===== config.mk =====
export PLATFORM = sky130hd
export DESIGN_NAME = tile_clear_fsm
export DESIGN_NICKNAME = d
export VERILOG_FILES = /design/src/zb_pkg.sv /design/src/tile_clear_fsm.sv
export VERILOG_INCLUDE_DIRS = /design/src
export SDC_FILE = /design/constraint.sdc
export NUM_CORES = 1
export LEC_CHECK = 0
export ABC_CLOCK_PERIOD_IN_PS = 2200
export BUFFER_PORTS_ARGS = -buffer_cell sky130_fd_sc_hd__buf_2
export CAP_MARGIN = 10
export CORE_AREA = 2 2 39 41
export DETAILED_ROUTE_END_ITERATION = 10
export DIE_AREA = 0 0 41 43
export MAX_ROUTING_LAYER = met4
export PLACE_DENSITY = 0.56
export REMOVE_ABC_BUFFERS = 1
export SYNTH_ARGS = -nofsm -noshare
export SYNTH_HDL_FRONTEND = slang
export SYNTH_SLANG_ARGS = --single-unit

===== constraint.sdc =====
create_clock -name clock -period 2.2 [get_ports clock]
set_input_delay 0.44 -clock clock [delete_from_list [all_inputs] [get_ports clock]]
set_output_delay 0.44 -clock clock [all_outputs]
set_load 0.01 [all_outputs]

===== src/zb_config.svh =====
`ifndef ZB_CONFIG_SVH
`define ZB_CONFIG_SVH

// tile geometry
`define ZB_TILE_DIM 32 // pixels along one tile edge
`define ZB_ROW_BITS 5 // index width for row or column

// stored word layout
`define ZB_DEPTH_BITS 32 // unsigned depth word
`define ZB_TAG_BITS 9 // primitive id kept beside the depth

// values written by a tile clear
// all zero depth means every later compare sees the nearest surface
`define ZB_CLEAR_DEPTH {`ZB_DEPTH_BITS{1'b0}}
`define ZB_CLEAR_TAG {`ZB_TAG_BITS{1'b0}}

`endif


===== src/zb_pkg.sv =====
`include "zb_config.svh"

package zb_pkg;

	// depth test modes, encoding matches the 3-bit mode field of a row write
	// each mode tests candidate against stored, both unsigned
	typedef enum logic [2:0] {
		mode_never = 3'd0, // never passes
		mode_less = 3'd1, // new < old
		mode_equal = 3'd2, // new == old
		mode_less_equal = 3'd3, // new <= old
		mode_greater = 3'd4, // new > old
		mode_not_equal = 3'd5, // new != old
		mode_greater_equal = 3'd6, // new >= old
		mode_always = 3'd7 // always passes
	} depth_mode_e;

	// tile clear walker states
	typedef enum logic {
		clear_idle = 1'b0, // no clear running
		clear_run = 1'b1 // one row per cycle
	} clear_state_e;

	// one stored word, tag in the upper bits
	typedef struct packed {
		logic [`ZB_TAG_BITS-1:0] tag; // primitive tag
		logic [`ZB_DEPTH_BITS-1:0] depth; // depth value
	} zb_entry_t;

	// everything one row write carries
	typedef struct packed {
		logic [`ZB_TILE_DIM-1:0] mask; // coverage, bit i for column i
		depth_mode_e mode; // depth test for this primitive
		logic [`ZB_TAG_BITS-1:0] tag; // same tag for whole row
		logic [`ZB_TILE_DIM-1:0][`ZB_DEPTH_BITS-1:0] depth; // one candidate per column
	} zb_row_write_t;

endpackage


===== src/tile_clear_fsm.sv =====
`include "zb_config.svh"

module tile_clear_fsm (
	input logic clock,
	input logic reset_n,
	input logic clear_z, // one-cycle request from the tile sequencer
	output logic busy, // high while rows are being cleared
	output logic [`ZB_ROW_BITS-1:0] clear_row // row cleared this cycle
);

	localparam logic [`ZB_ROW_BITS-1:0] last_row = `ZB_ROW_BITS'(`ZB_TILE_DIM - 1);

	zb_pkg::clear_state_e state; // current state
	zb_pkg::clear_state_e state_next; // next state
	logic [`ZB_ROW_BITS-1:0] row_next; // next clear row

	// requests while running are dropped
	always_comb begin
		state_next = state;
		row_next = clear_row;
		case (state)
			zb_pkg::clear_idle: begin
				if (clear_z) begin
					state_next = zb_pkg::clear_run;
					row_next = '0; // start at top row
				end
			end
			zb_pkg::clear_run: begin
				if (clear_row == last_row) begin
					state_next = zb_pkg::clear_idle; // last row written this edge
				end else begin
					row_next = clear_row + 1'b1;
				end
			end
			default: begin
				state_next = zb_pkg::clear_idle;
			end
		endcase
	end

	always_ff @(posedge clock or negedge reset_n) begin
		if (!reset_n) begin
			state <= zb_pkg::clear_idle;
			clear_row <= '0;
		end else begin
			state <= state_next;
			clear_row <= row_next;
		end
	end

	// one row per cycle in run state, so 32 cycles high
	assign busy = (state == zb_pkg::clear_run);

endmodule


After elaboration in Yosys (flattened, before gate mapping). Cells that the tools add are included.

Eq/ne operators: 3. Bitwise logic cells: 1. Reduce and logical (&&, ||, !) cells: 1. Mux-type cells: 6. Add/sub/neg operators: 1.

Operators by type and width (number): 5-bit 2-to-1 mux (2); 5-bit case mux with 2 select lines (1); 5-bit by 1-bit adder with 5-bit output, second input constant (1); 5-bit equality test, second input constant (1); 2-bit != test, second input constant (2); 1-bit 2-to-1 mux (2); 1-bit case mux with 2 select lines (1); 2-bit AND reduction (1); 1-bit NOT (1).

Word-level logic and storage cells: 14. Bits in registers: 6. Input bits: 3.

Logic depth before layout (Yosys ltp).
Word-level depth: 3. Gate-level depth with buffers: 7. Gate-level depth less buffers: 6.

Worst setup path before layout. OpenSTA, ideal clock, no wires.

Kind: register -> register. From: register clear_row[0]. To: register clear_row[3]. Setup slack: 0.344 ns. Setup time: 0.125 ns. Data arrival time: 1.731 ns. Cell stages (with the launch flop): 8. Period minus slack after synthesis: 1.856 ns. Cell sequence: dfrtp_1 ha_1 and3_1 ha_1 buf_6 nand4b_4 a21o_1 mux2_4.

Longest elaborated chain between the ends: 3.

RTL lines: start: declaration (line tile_clear_fsm.sv:8) `` output logic [`ZB_ROW_BITS-1:0] clear_row ``; start signal: assignment (line tile_clear_fsm.sv:47) `clear_row <= row_next;`; 5-bit by 1-bit adder with 5-bit output or 5-bit equality test (tied branches) (line tile_clear_fsm.sv:32, tile_clear_fsm.sv:29); 5-bit 2-to-1 mux or 2-bit != test (tied branches); 5-bit case mux with 2 select lines or 2-bit AND reduction (tied branches).

Several ways; a longest one is shown, not always the timed one. The select of a mux whose other input is x is not followed. A chain may end at the register's enable or synchronous reset.

Final worst setup path. Ends and elaborated chain as after synthesis.

==> out/summary.txt <==
Die area -> 1760 um^2
Hold Fails Final Rpt -> 0
Crit Path Category -> reg -> reg
Avg WL per Cell -> 12.1 um
Crit path cell chain -> ha_1 -> and3_1 -> ha_1 -> nand4b_4 -> a21o_1 -> mux2_4
Post-Route Skew -> 0.00323 ns
CTS resizes -> 0
Slew Limit Fails -> 0
CORE AREA -> 1380 um^2
CP required -> 2.33 ns
DIE HEIGHT -> 43 um
RSZ-0062 raised after global routing -> no
Row cnt -> 14
Design Power -> 602 uW
Antenna diodes -> 0
Leakage -> 0.226 nW
First-pass GRT wire length -> 1.18 mm
Setup TNS -> 0 ns
PnR worst setup slack -> 0.429 ns
Placer Congestion -> 0.629
Setup WS pre-CTS -> 0.441 ns
Final Cycle Share -> 80.5%
Vias in the first global route -> 255
Max H-tree Level -> 1
Overall global routing resource usage -> 10.9%
Sequential area share after synthesis -> 43.2%
Final Critical Period -> 1.77 ns
Die W -> 41 um
Vias per cell -> 4.53
Pwr Density -> 1410 nW/um^2
Critical path arrival -> 1.90 ns
#FFs+latches synth -> 6
Status -> finished, final reports clean
Initial Util -> 25.1%
Kind of end point of the critical path -> register
Cells on worst reg2reg path -> 6
Worst vdd ir -> 345 uV
Clk buf depth -> 2
Clk slew on worst S/H paths -> 0.05 ns
Area Growth Syn to Fin -> 22.7%
Cell variety after synth -> 17
Post-Syn Area -> 348 um^2
Total number of vias -> 267
Hold Path Class -> in -> async
Drt first-iter violations -> 0
Finish-stage setup viols -> 0
Startpoint types -> register
Warning count from the yosys run -> 0
Critical Path Slowest Stage Cell -> dfrtp_1
Clk root buf -> clkbuf_4
DR DRC count -> 0
Max-cap violations -> 0
CP dominant cell by count -> ha_1
Post-CTS setup buffers -> 0
Critical path's top delay family -> flip-flops
Worst-Margin Slew -> 0.328 ns
Final nets -> 50
Port Buffers -> 8
Worst skew pair latency -> 0.25 ns
Initial antenna violation count -> 0
I/O pin count -> 9
CP Depth -> 6
Cells after Synth -> 32
Crit path buffers/inverters -> 0
Hpwl dp -> 542 um
CTS buffer count -> 3
Sink Count -> 6
Placed cell count -> 56
Pre-antenna DRT Iters -> 1
Layout cells sized above 1 -> 34.9%
Finished Layout Cells -> 59
CP max stage delay -> 0.45 ns
Peak Freq -> 0.565 GHz
Relative slew slack -> 78.1%
CTS Hold Bufs -> 0
Total gr overflow -> 0
Total wire length -> 711 um
Remaining antenna violation count -> 0
Critical-path maximum fanout -> 5
CTS tree -> done
Pin count of the biggest net entering global routing -> 7
Syn_area_per_cell -> 10.9 um^2
[where the power goes]
group | switching, mW | internal (mW)
combinational | 0.118 | 0.141
clock | 0.0441 | 0.0620
sequential | 0.0727 | 0.163
total | 0.235 | 0.366
[synth_stat cells]
library cell | count | area [um^2]
dfrtp_1 | 6 | 150
inv_1 | 3 | 11.3
mux2i_1 | 3 | 30.0
nand2_1 | 3 | 11.3
nor2_1 | 3 | 11.3
ha_1 | 2 | 25.0
o21ai_0 | 2 | 10.0
a21o_1 | 1 | 7.51
a21oi_1 | 1 | 5.00
a31o_2 | 1 | 8.76
and3_1 | 1 | 6.26
buf_6 | 1 | 11.3
mux2_4 | 1 | 15.0
nand2b_1 | 1 | 6.26
nand4b_4 | 1 | 23.8
o22ai_1 | 1 | 6.26
xor2_1 | 1 | 8.76
[cells by family (layout without fill, tap and decap cells)]
| logic type | after synthesis | count (layout) | synth area share (%) |
|---|---|---|---|
| simple gates | 9 | 9 | 16.9 |
| compound gates | 6 | 6 | 10.8 |
| flops | 6 | 6 | 43.2 |
| mux | 4 | 4 | 12.9 |
| buf+inv | 4 | 15 | 6.47 |
| fa+ha+maj | 2 | 2 | 7.19 |
| xor+xnor | 1 | 1 | 2.52 |
[worst paths after layout]
kind	startpoint	end	slack [ns]
setup / recovery	clear_row[0]$_DFFE_PN0P_	clear_row[3]$_DFFE_PN0P_	0.43
hold / removal	reset_n	clear_row[4]$_DFFE_PN0P_	0.007
setup reg to reg	clear_row[0]$_DFFE_PN0P_	clear_row[3]$_DFFE_PN0P_	0.43
hold reg to reg	clear_row[4]$_DFFE_PN0P_	clear_row[4]$_DFFE_PN0P_	0.54
max in group asynchronous	reset_n	clear_row[0]$_DFFE_PN0P_	2.04
min in group clock	clear_z	busy$_DFF_PN0_	0.47
[layout by cell type, fill, tap and decap left out, drive strengths merged]
master  n
a21oi   1
a31o    1
mux2    1
nand2   3
o22ai   1
nor2    3
o21ai   2
nand2b  1
clkbuf  3
and3    1
dfrtp   6
buf     9
xor2    1
ha      2
inv     3
mux2i   3
nand4b  1
a21o    1
[layout make-up]
class / instances / area (um^2)
multi-input combinational: 22 / 175
timing repair buffer: 9 / 47.5
inverter: 3 / 11.3
sequential: 6 / 150
fill: 154 / 957
tap: 16 / 20.0
clock buffer: 3 / 22.5
[routing by layer]
| metal | GRT usage (%) | wire length [um] |
|---|---|---|
| met1 | 14.1 | 320 |
| met2 | 12.8 | 347 |
| met3 | 3.14 | 27 |
| met4 | 10.0 | 14 |
| met5 | - | 0 |
[through the flow]
stage,hold slack [ns],instance area (um^2),util [%]
after CTS,0.00560,427,30.8
after global placement,0.277,404,29.2
after detailed placement,0.277,404,29.2
final,0.00708,427,30.8
after floorplan,0.144,337,-
after global routing,0.00328,427,30.8
[sequential cells by signal (all words and copies together), names as in the netlist]
register	cells
clear_row	5
busy	1
No activity file was read; power rests on OpenSTA's default activity.
