--- config.mk ---
export PLATFORM = sky130hd
export DESIGN_NAME = z_column
export DESIGN_NICKNAME = d
export VERILOG_FILES = /design/src/zb_pkg.sv /design/src/depth_compare.sv /design/src/z_column_ram.sv /design/src/z_column.sv
export VERILOG_INCLUDE_DIRS = /design/src
export SDC_FILE = /design/constraint.sdc
export NUM_CORES = 1
export LEC_CHECK = 0
export BUFFER_PORTS_ARGS = -buffer_cell sky130_fd_sc_hd__buf_2
export CORE_UTILIZATION = 35
export DETAILED_ROUTE_END_ITERATION = 6
export GPL_TIMING_DRIVEN = 1
export PLACE_DENSITY_LB_ADDON = 0.12
export SYNTH_ARGS = -nofsm -noshare
export SYNTH_HDL_FRONTEND = slang
export SYNTH_SLANG_ARGS = --single-unit
--- constraint.sdc ---
create_clock -name clock -period 19.3 [get_ports clock]
set_input_delay 0.965 -clock clock [delete_from_list [all_inputs] [get_ports clock]]
set_output_delay 0.965 -clock clock [all_outputs]
set_load 0.05 [all_outputs]
--- src/zb_config.svh ---
`ifndef ZB_CONFIG_SVH
`define ZB_CONFIG_SVH

// tile geometry
`define ZB_TILE_DIM 32 // pixels along one tile edge
`define ZB_ROW_BITS 5 // index width for row or column

// stored word layout
`define ZB_DEPTH_BITS 32 // unsigned depth word
`define ZB_TAG_BITS 9 // primitive id kept beside the depth

// values written by a tile clear
// all zero depth means every later compare sees the nearest surface
`define ZB_CLEAR_DEPTH {`ZB_DEPTH_BITS{1'b0}}
`define ZB_CLEAR_TAG {`ZB_TAG_BITS{1'b0}}

`endif

--- src/zb_pkg.sv ---
`include "zb_config.svh"

package zb_pkg;

	// depth test modes, encoding matches the 3-bit mode field of a row write
	// each mode tests candidate against stored, both unsigned
	typedef enum logic [2:0] {
		mode_never = 3'd0, // never passes
		mode_less = 3'd1, // new < old
		mode_equal = 3'd2, // new == old
		mode_less_equal = 3'd3, // new <= old
		mode_greater = 3'd4, // new > old
		mode_not_equal = 3'd5, // new != old
		mode_greater_equal = 3'd6, // new >= old
		mode_always = 3'd7 // always passes
	} depth_mode_e;

	// tile clear walker states
	typedef enum logic {
		clear_idle = 1'b0, // no clear running
		clear_run = 1'b1 // one row per cycle
	} clear_state_e;

	// one stored word, tag in the upper bits
	typedef struct packed {
		logic [`ZB_TAG_BITS-1:0] tag; // primitive tag
		logic [`ZB_DEPTH_BITS-1:0] depth; // depth value
	} zb_entry_t;

	// everything one row write carries
	typedef struct packed {
		logic [`ZB_TILE_DIM-1:0] mask; // coverage, bit i for column i
		depth_mode_e mode; // depth test for this primitive
		logic [`ZB_TAG_BITS-1:0] tag; // same tag for whole row
		logic [`ZB_TILE_DIM-1:0][`ZB_DEPTH_BITS-1:0] depth; // one candidate per column
	} zb_row_write_t;

endpackage

--- src/depth_compare.sv ---
`include "zb_config.svh"

module depth_compare (
	input zb_pkg::depth_mode_e mode, // test selected by the primitive
	input logic [`ZB_DEPTH_BITS-1:0] new_depth, // candidate from the rasterizer
	input logic [`ZB_DEPTH_BITS-1:0] old_depth, // word already in the buffer
	output logic pass // candidate may replace stored word
);

	always_comb begin
		case (mode)
			zb_pkg::mode_never: begin
				pass = 1'b0;
			end
			zb_pkg::mode_less: begin
				pass = (new_depth < old_depth);
			end
			zb_pkg::mode_equal: begin
				pass = (new_depth == old_depth);
			end
			zb_pkg::mode_less_equal: begin
				pass = (new_depth <= old_depth);
			end
			zb_pkg::mode_greater: begin
				pass = (new_depth > old_depth);
			end
			zb_pkg::mode_not_equal: begin
				pass = (new_depth != old_depth);
			end
			zb_pkg::mode_greater_equal: begin
				pass = (new_depth >= old_depth);
			end
			zb_pkg::mode_always: begin
				pass = 1'b1;
			end
			default: begin
				pass = 1'b0; // unreachable with a full 3-bit enum
			end
		endcase
	end

endmodule

--- src/z_column_ram.sv ---
`include "zb_config.svh"

module z_column_ram (
	input logic clock,
	input logic [`ZB_ROW_BITS-1:0] addr, // row within the tile
	input logic wr_en, // store wr_data at addr
	input zb_pkg::zb_entry_t wr_data, // tag and depth to store
	output zb_pkg::zb_entry_t rd_data // word at addr of previous edge
);

	// one word per tile row of this column
	zb_pkg::zb_entry_t mem [`ZB_TILE_DIM];

	// single port read-before-write ram
	// maps onto one block ram per column
	always_ff @(posedge clock) begin
		if (wr_en) begin
			mem[addr] <= wr_data; // new word seen on a later read
		end
		rd_data <= mem[addr]; // old word if same-cycle write
	end

endmodule

--- src/z_column.sv ---
`include "zb_config.svh"

module z_column (
	input logic clock,
	input logic busy, // tile clear in progress
	input logic [`ZB_ROW_BITS-1:0] row_addr, // clear row or user row
	input logic write_trig, // row write strobe
	input logic covered, // this column's mask bit
	input zb_pkg::depth_mode_e mode, // depth test
	input logic [`ZB_TAG_BITS-1:0] tag, // primitive tag
	input logic [`ZB_DEPTH_BITS-1:0] depth, // candidate depth
	output zb_pkg::zb_entry_t stored // registered word of row_addr
);

	logic pass; // candidate wins the depth test
	logic wr_en; // ram write this cycle
	zb_pkg::zb_entry_t wr_data; // ram write word

	// stored already holds the row picked one cycle earlier
	// so the test runs on the old word of the row being written
	depth_compare i_depth_compare (
		.mode(mode),
		.new_depth(depth),
		.old_depth(stored.depth),
		.pass(pass)
	);

	// clear overrides mask and mode
	// a trigger during a clear just lands on the clear write
	assign wr_en = busy | (write_trig & covered & pass);

	always_comb begin
		if (busy) begin
			wr_data.tag = `ZB_CLEAR_TAG; // zero tag
			wr_data.depth = `ZB_CLEAR_DEPTH; // clear depth
		end else begin
			wr_data.tag = tag;
			wr_data.depth = depth;
		end
	end

	z_column_ram i_z_column_ram (
		.clock(clock),
		.addr(row_addr),
		.wr_en(wr_en),
		.wr_data(wr_data),
		.rd_data(stored)
	);

endmodule

### After elaboration in Yosys (flattened, before gate mapping)

Memories as Yosys holds them, arrays and structs flattened. A register that Yosys moved wholly into a read port is not among the register bits.
Index checks and enable logic that the tools add are counted.

* memories kept: 1
* register bits: 0
* bits in writable memories: 1312
* bits of input ports: 53

* mux-type cells: 4
* reductions and logical operators: 1
* bitwise operators: 3
* magnitude comparators: 4
* equality and inequality tests: 9

Memory list
* i_z_column_ram.mem: words 32, width 41, read ports 1, clocked after memory_dff 1, wr ports 1, line z_column_ram.sv:12 `` zb_pkg::zb_entry_t mem [`ZB_TILE_DIM]; ``

Operators by type and width (number)
* 2-to-1 mux 41 bit: 1
* equality test 32 bit: 1
* greater-or-equal comparator 32 bit: 1
* greater-than comparator 32 bit: 1
* <= comparator 32 bit: 1
* < comparator 32 bit: 1
* != test 32 bit: 1
* equality test 3 bit, second input constant: 4
* case mux 1 bit (8 select lines): 1
* equality test 3 x 2 -> 1 bit, second input constant: 2
* equality test 3 x 1 -> 1 bit, second input constant: 1
* zero test 3 bit: 1
* AND 1 bit: 2
* 2-to-1 mux 1 bit: 2
* OR 1 bit: 1

### Longest topological paths before layout

* depth after elaboration: 6
* gate-level depth with buffers: 10
* gate-level depth less buffers: 9

### Modules after synthesis

Synthesis repeated with hierarchy kept, for this count alone.

* cell total of the unflattened synthesis: 2846
* area, all modules: 52066.2 um^2

Modules (own cells, without submodules)
* z_column_ram: area each 50878.8 um^2, cells each 2679, times used 1
* depth_compare: area each 899.6 um^2, cells each 121, times used 1
* z_column: area each 287.8 um^2, cells each 46, times used 1

### Least setup slack after synthesis

OpenSTA, ideal clock, no wires.

* path type: input to register
* from: input depth[7]
* to: memory i_z_column_ram.mem[12][0] (netlist name), enable pin
* path slack: 12.496 ns
* arrival time: 6.263 ns
* buffers on the path: 1
* stages: 9
* cells stage by stage: ha_1 a21oi_1 o21a_1 o221a_2 o211ai_1 a31oi_1 a21oi_4 buf_6 nor4_1

* cells in the longest elaborated chain, start to end: 6
* elaborated cells on any way between the ends: 11
* classes of those cells: order compare: 4; eq/ne: 2; mux: 3; bitwise: 2

Ends and longest elaborated chain
* start, declared: line z_column.sv:11 `` input logic [`ZB_DEPTH_BITS-1:0] depth, ``
* greater-or-equal comparator 32 bit (tied with other cells): line depth_compare.sv:31 `pass = (new_depth >= old_depth);`
* case mux 1 bit (8 select lines) (*): line depth_compare.sv:11 `case (mode)`
* AND 1 bit (*): line z_column.sv:30 `assign wr_en = busy | (write_trig & covered & pass);`
* OR 1 bit (*): line z_column.sv:30
* 2-to-1 mux 1 bit (*): line z_column_ram.sv:17 `if (wr_en) begin`
* 2-to-1 mux 1 bit (not written as such) (*): line z_column_ram.sv:18 `mem[addr] <= wr_data;`
* end, declared: line z_column_ram.sv:12

Every way passes the cells marked *; elsewhere a longest branch is shown, timed or not.

### Final worst setup path

* from: register i_z_column_ram.rd_data[13] (netlist name)
* to: memory i_z_column_ram.mem[24][30] (netlist name), enable pin

* cells in the longest elaborated chain, start to end: 6
* elaborated cells on any way between the ends: 11
* classes of those cells: order compare: 4; eq/ne: 2; mux: 3; bitwise: 2

Ends and longest elaborated chain (line)
* greater-or-equal comparator 32 bit (tied with other cells): depth_compare.sv:31
* case mux 1 bit (8 select lines) (*): depth_compare.sv:11
* AND 1 bit (*): z_column.sv:30
* OR 1 bit (*): z_column.sv:30
* 2-to-1 mux 1 bit (*): z_column_ram.sv:17
* 2-to-1 mux 1 bit (not written as such) (*): z_column_ram.sv:18

Marked as above.

==> impl_results.md <==
* Placed cell area at 54600 sq um
* Critical Path RT at 19.69 ns
* Ys flop type: edfxtp_1
* Leak Pwr at 19.0 nW
* Ports at 94
* Port-buffer cells at 93
* Root Driver: clkbuf_16
* Cells along the critical path: inv_1, ha_1, a21oi_1, nor2_1, a211oi_1, o211ai_1, a31oi_1, a21oi_4, buf_4, nor4_2, buf_4
* Crit start category: flop
* PostCTS Resize Cnt at 0
* Syn Nets at 2308
* Worst slew pin tran at 1.07 ns
* Min setup slack post-route at 14.91 ns
* Syn Inst Count at 2223
* Slowest stage delay, CP at 0.67 ns
* Gp weighted congestion at 0.752
* WHS Path Cells at 3
* First-pass GRT wire length at 204000 microns
* Nets at 2548
* Clock share of power at 0.429
* CP Buf/Inv Count at 3
* Finish-stage setup viols at 0
* Cell area after synthesis at 51100 sq um
* Clock tree from TritonCTS: built
* Top Family by Delay on Critical Path: compound AO/OA/AOI/OAI gates
* Synth async-reset ratio at 0
* CP Capture Type: flop
* Routed length per placed instance at 32.2 microns
* Tightest Hold Check Type: reg2reg
* Die Ht at 384 microns
* Final setup TNS at 0 ns
* Detail Route Antenna Nets at 0
* Critical path arrival at 4.78 ns
* Die width at 384 microns
* First drt pass iteration count at 5
* Reg power frac at 0.513
* Largest net degree at the start of global routing at 110
* Clock slew at reported path FFs at 0.06 ns
* Gr usage total at 0.199
* Post-synthesis register bit count at 1353
* Final Instance Area at 59300 sq um
* Dpl ws at 14.04 ns
* Std-Cell Rows at 139
* Synth Area per Inst at 23.0 sq um
* Fin crit period at 4.39 ns
* CP dominant cell by count: buf_4
* Die area at 147000 sq um
* Sequential area share after synthesis at 0.788
* Vias at 24500
* Worst-Skew Late Latency at 0.78 ns
* VDD IR max at 0.0732 mV
* Pwr Density at 108 nW/um^2
* Synth warnings at 0
* Slowest library cell on the worst path: buf_4
* 1st-iter DRT viols at 2362
* Share of layout cells above drive strength 1 at 0.315
* Gr ovfl total at 0
* Switching Share at 0.223
* Slew headroom at 0.286
* Clock sinks at 1353
* Post-synth cell types at 38
* MaxCap Viol Count at 0
* WL final at 144000 microns
* H-tree Lvls at 4
* Post-Route Utilization at 0.411
* Vias in the first global route at 25800
* Critical Path Stages at 11
* Tcrit/Tclk final at 0.228
* Maximum clock frequency at 228 MHz
* P_sw at 0.00142 W
* Initial antenna violation count at 4
* Cell Int Power at 0.00496 W
* Via/cell ratio at 5.47
* Starting Density at 0.354
* HPWL after DPL at 83300 microns
* Status: finished, final reports clean
* Core area at 144000 sq um
* RSZ-0062 raised after global routing: false
* Combinational Power Share at 0.058
* Clock Path Buffers at 3
* Setup Crit Path Kind: reg2reg
* Final setup skew at 0.0219 ns
* Area delta synth->final at 16.1%
* Worst Reg-to-Reg Cells at 11
* Hold Vio Cnt, Final at 0
* Critical Path Fanout Max at 41
* Slew Viols, Final at 0
* Cts bufs inserted at 146
* Postcts setup bufs at 0
* EDFF count, synth at 1312
* Hold buffers post-CTS at 0
* Drt drc at 0
[final cells by class]
type	count	area, sq um
Tap cell	1903	2380
Sequential cell	1353	40200
Clock buffer	189	3970
Multi-Input combinational cell	714	10500
Antenna cell	1	2.50
Clock inverter	73	682
Fill cell	12600	84900
Inverter	34	128
Timing Repair Buffer	214	1430
[synthesized netlist by cell type (all sizes together), types with 6 or more instances]
master | count | area, sq um
a22oi | 164 | 1230
inv | 34 | 128
dfxtp | 41 | 821
nor2b | 41 | 257
ha | 32 | 400
buf | 48 | 253
nand4 | 49 | 319
nand2 | 18 | 67.6
nor2 | 6 | 22.5
nor4 | 10 | 83.8
mux4 | 328 | 7390
nor3 | 26 | 140
a21oi | 16 | 91.3
clkbuf | 74 | 278
edfxtp | 1312 | 39400
[routing by layer]
| layer | GRT usage | vias to the layer above | share of wire |
|---|---|---|---|
| met3 | 0.0300 | 172 | 0.051 |
| met1 | 0.281 | 13600 | 0.44 |
| met5 | 0 | - | 0 |
| li1 | - | 10000 | - |
| met2 | 0.323 | 728 | 0.49 |
| met4 | 0.0516 | 0 | 0.020 |
[final timing paths]
check | to | slack, ns | start
setup / recovery | i_z_column_ram.mem[24][30]$_DFFE_PP_ | 14.91 | i_z_column_ram.rd_data[13]$_DFF_P_
setup reg to reg | i_z_column_ram.mem[24][30]$_DFFE_PP_ | 14.91 | i_z_column_ram.rd_data[13]$_DFF_P_
hold reg to reg | i_z_column_ram.rd_data[4]$_DFF_P_ | 0.69 | i_z_column_ram.mem[3][4]$_DFFE_PP_
hold / removal | i_z_column_ram.rd_data[4]$_DFF_P_ | 0.69 | i_z_column_ram.mem[3][4]$_DFFE_PP_
[registers in the layout (all words and copies together), names as in the netlist]
signal,flops
i_z_column_ram.rd_data,41
i_z_column_ram.mem,1312
[power groups by stage]
stage / Sequential [W] / Clock, W / Combinational (W)
6_report: 0.00327 / 0.00273 / 0.000372
5_1_grt: 0.00327 / 0.00291 / 0.000397
4_1_cts: 0.00327 / 0.00280 / 0.000382
3_5_place_dp: 0.00333 / 0 / 0.000381
3_3_place_gp: 0.00333 / 0 / 0.000378
2_1_floorplan: 0.00337 / 0 / 0.000186
[kinds of logic (layout without fill, tap and decap cells)]
logic type	count (synthesis)	after routing	synth area share
DFF	1353	1353	0.788
muxes	328	328	0.145
other	0	1	0
buffers and inverters	156	510	0.0129
AOI/OAI and AO/OA	196	196	0.0283
adders and majority gates	32	32	0.00784
and+or+nand+nor	158	158	0.0185
[placed cells by master (no fill, tap or decap), types with 2 or more instances in the layout]
master and instances:
inv_1 34, nor3_4 2, edfxtp_1 1312, clkbuf_8 9, mux4_2 328, buf_8 2, nand2b_1 2, a211oi_1 2
nor2b_2 8, clkinv_1 20, nor3b_2 3, o211ai_1 2, nor4_2 8, nand4_1 47, clkbuf_16 149, o21ai_0 4
nor2b_1 29, nand4_2 2, nor2_1 4, buf_12 2, dfxtp_1 41, nand2_1 18, clkinv_2 30, ha_1 32
nor2b_4 4, bufinv_16 10, nor2_4 2, a21oi_1 15, clkinv_8 4, nor3_2 23, a22oi_1 164, clkbuf_1 31
buf_4 119, inv_6 6, buf_2 90, nor4_4 2
[through the flow]
step / power, W / hold WS [ns] / cells
floorplan: 0.00355 / 0.647 / 2223
global placement: 0.00371 / 0.683 / 4217
detailed placement: 0.00371 / 0.688 / 4218
CTS: 0.00646 / 0.695 / 4480
global route: 0.00658 / 0.724 / 4480
finish: 0.00638 / 0.694 / 4481
[worst min-delay path, stage by stage (launching register included)]
cell and delay [ns]:
edfxtp_1 0.31, mux4_2 0.23, a22oi_1 0.06, nand4_1 0.06
(Power assumes the default switching activity.)
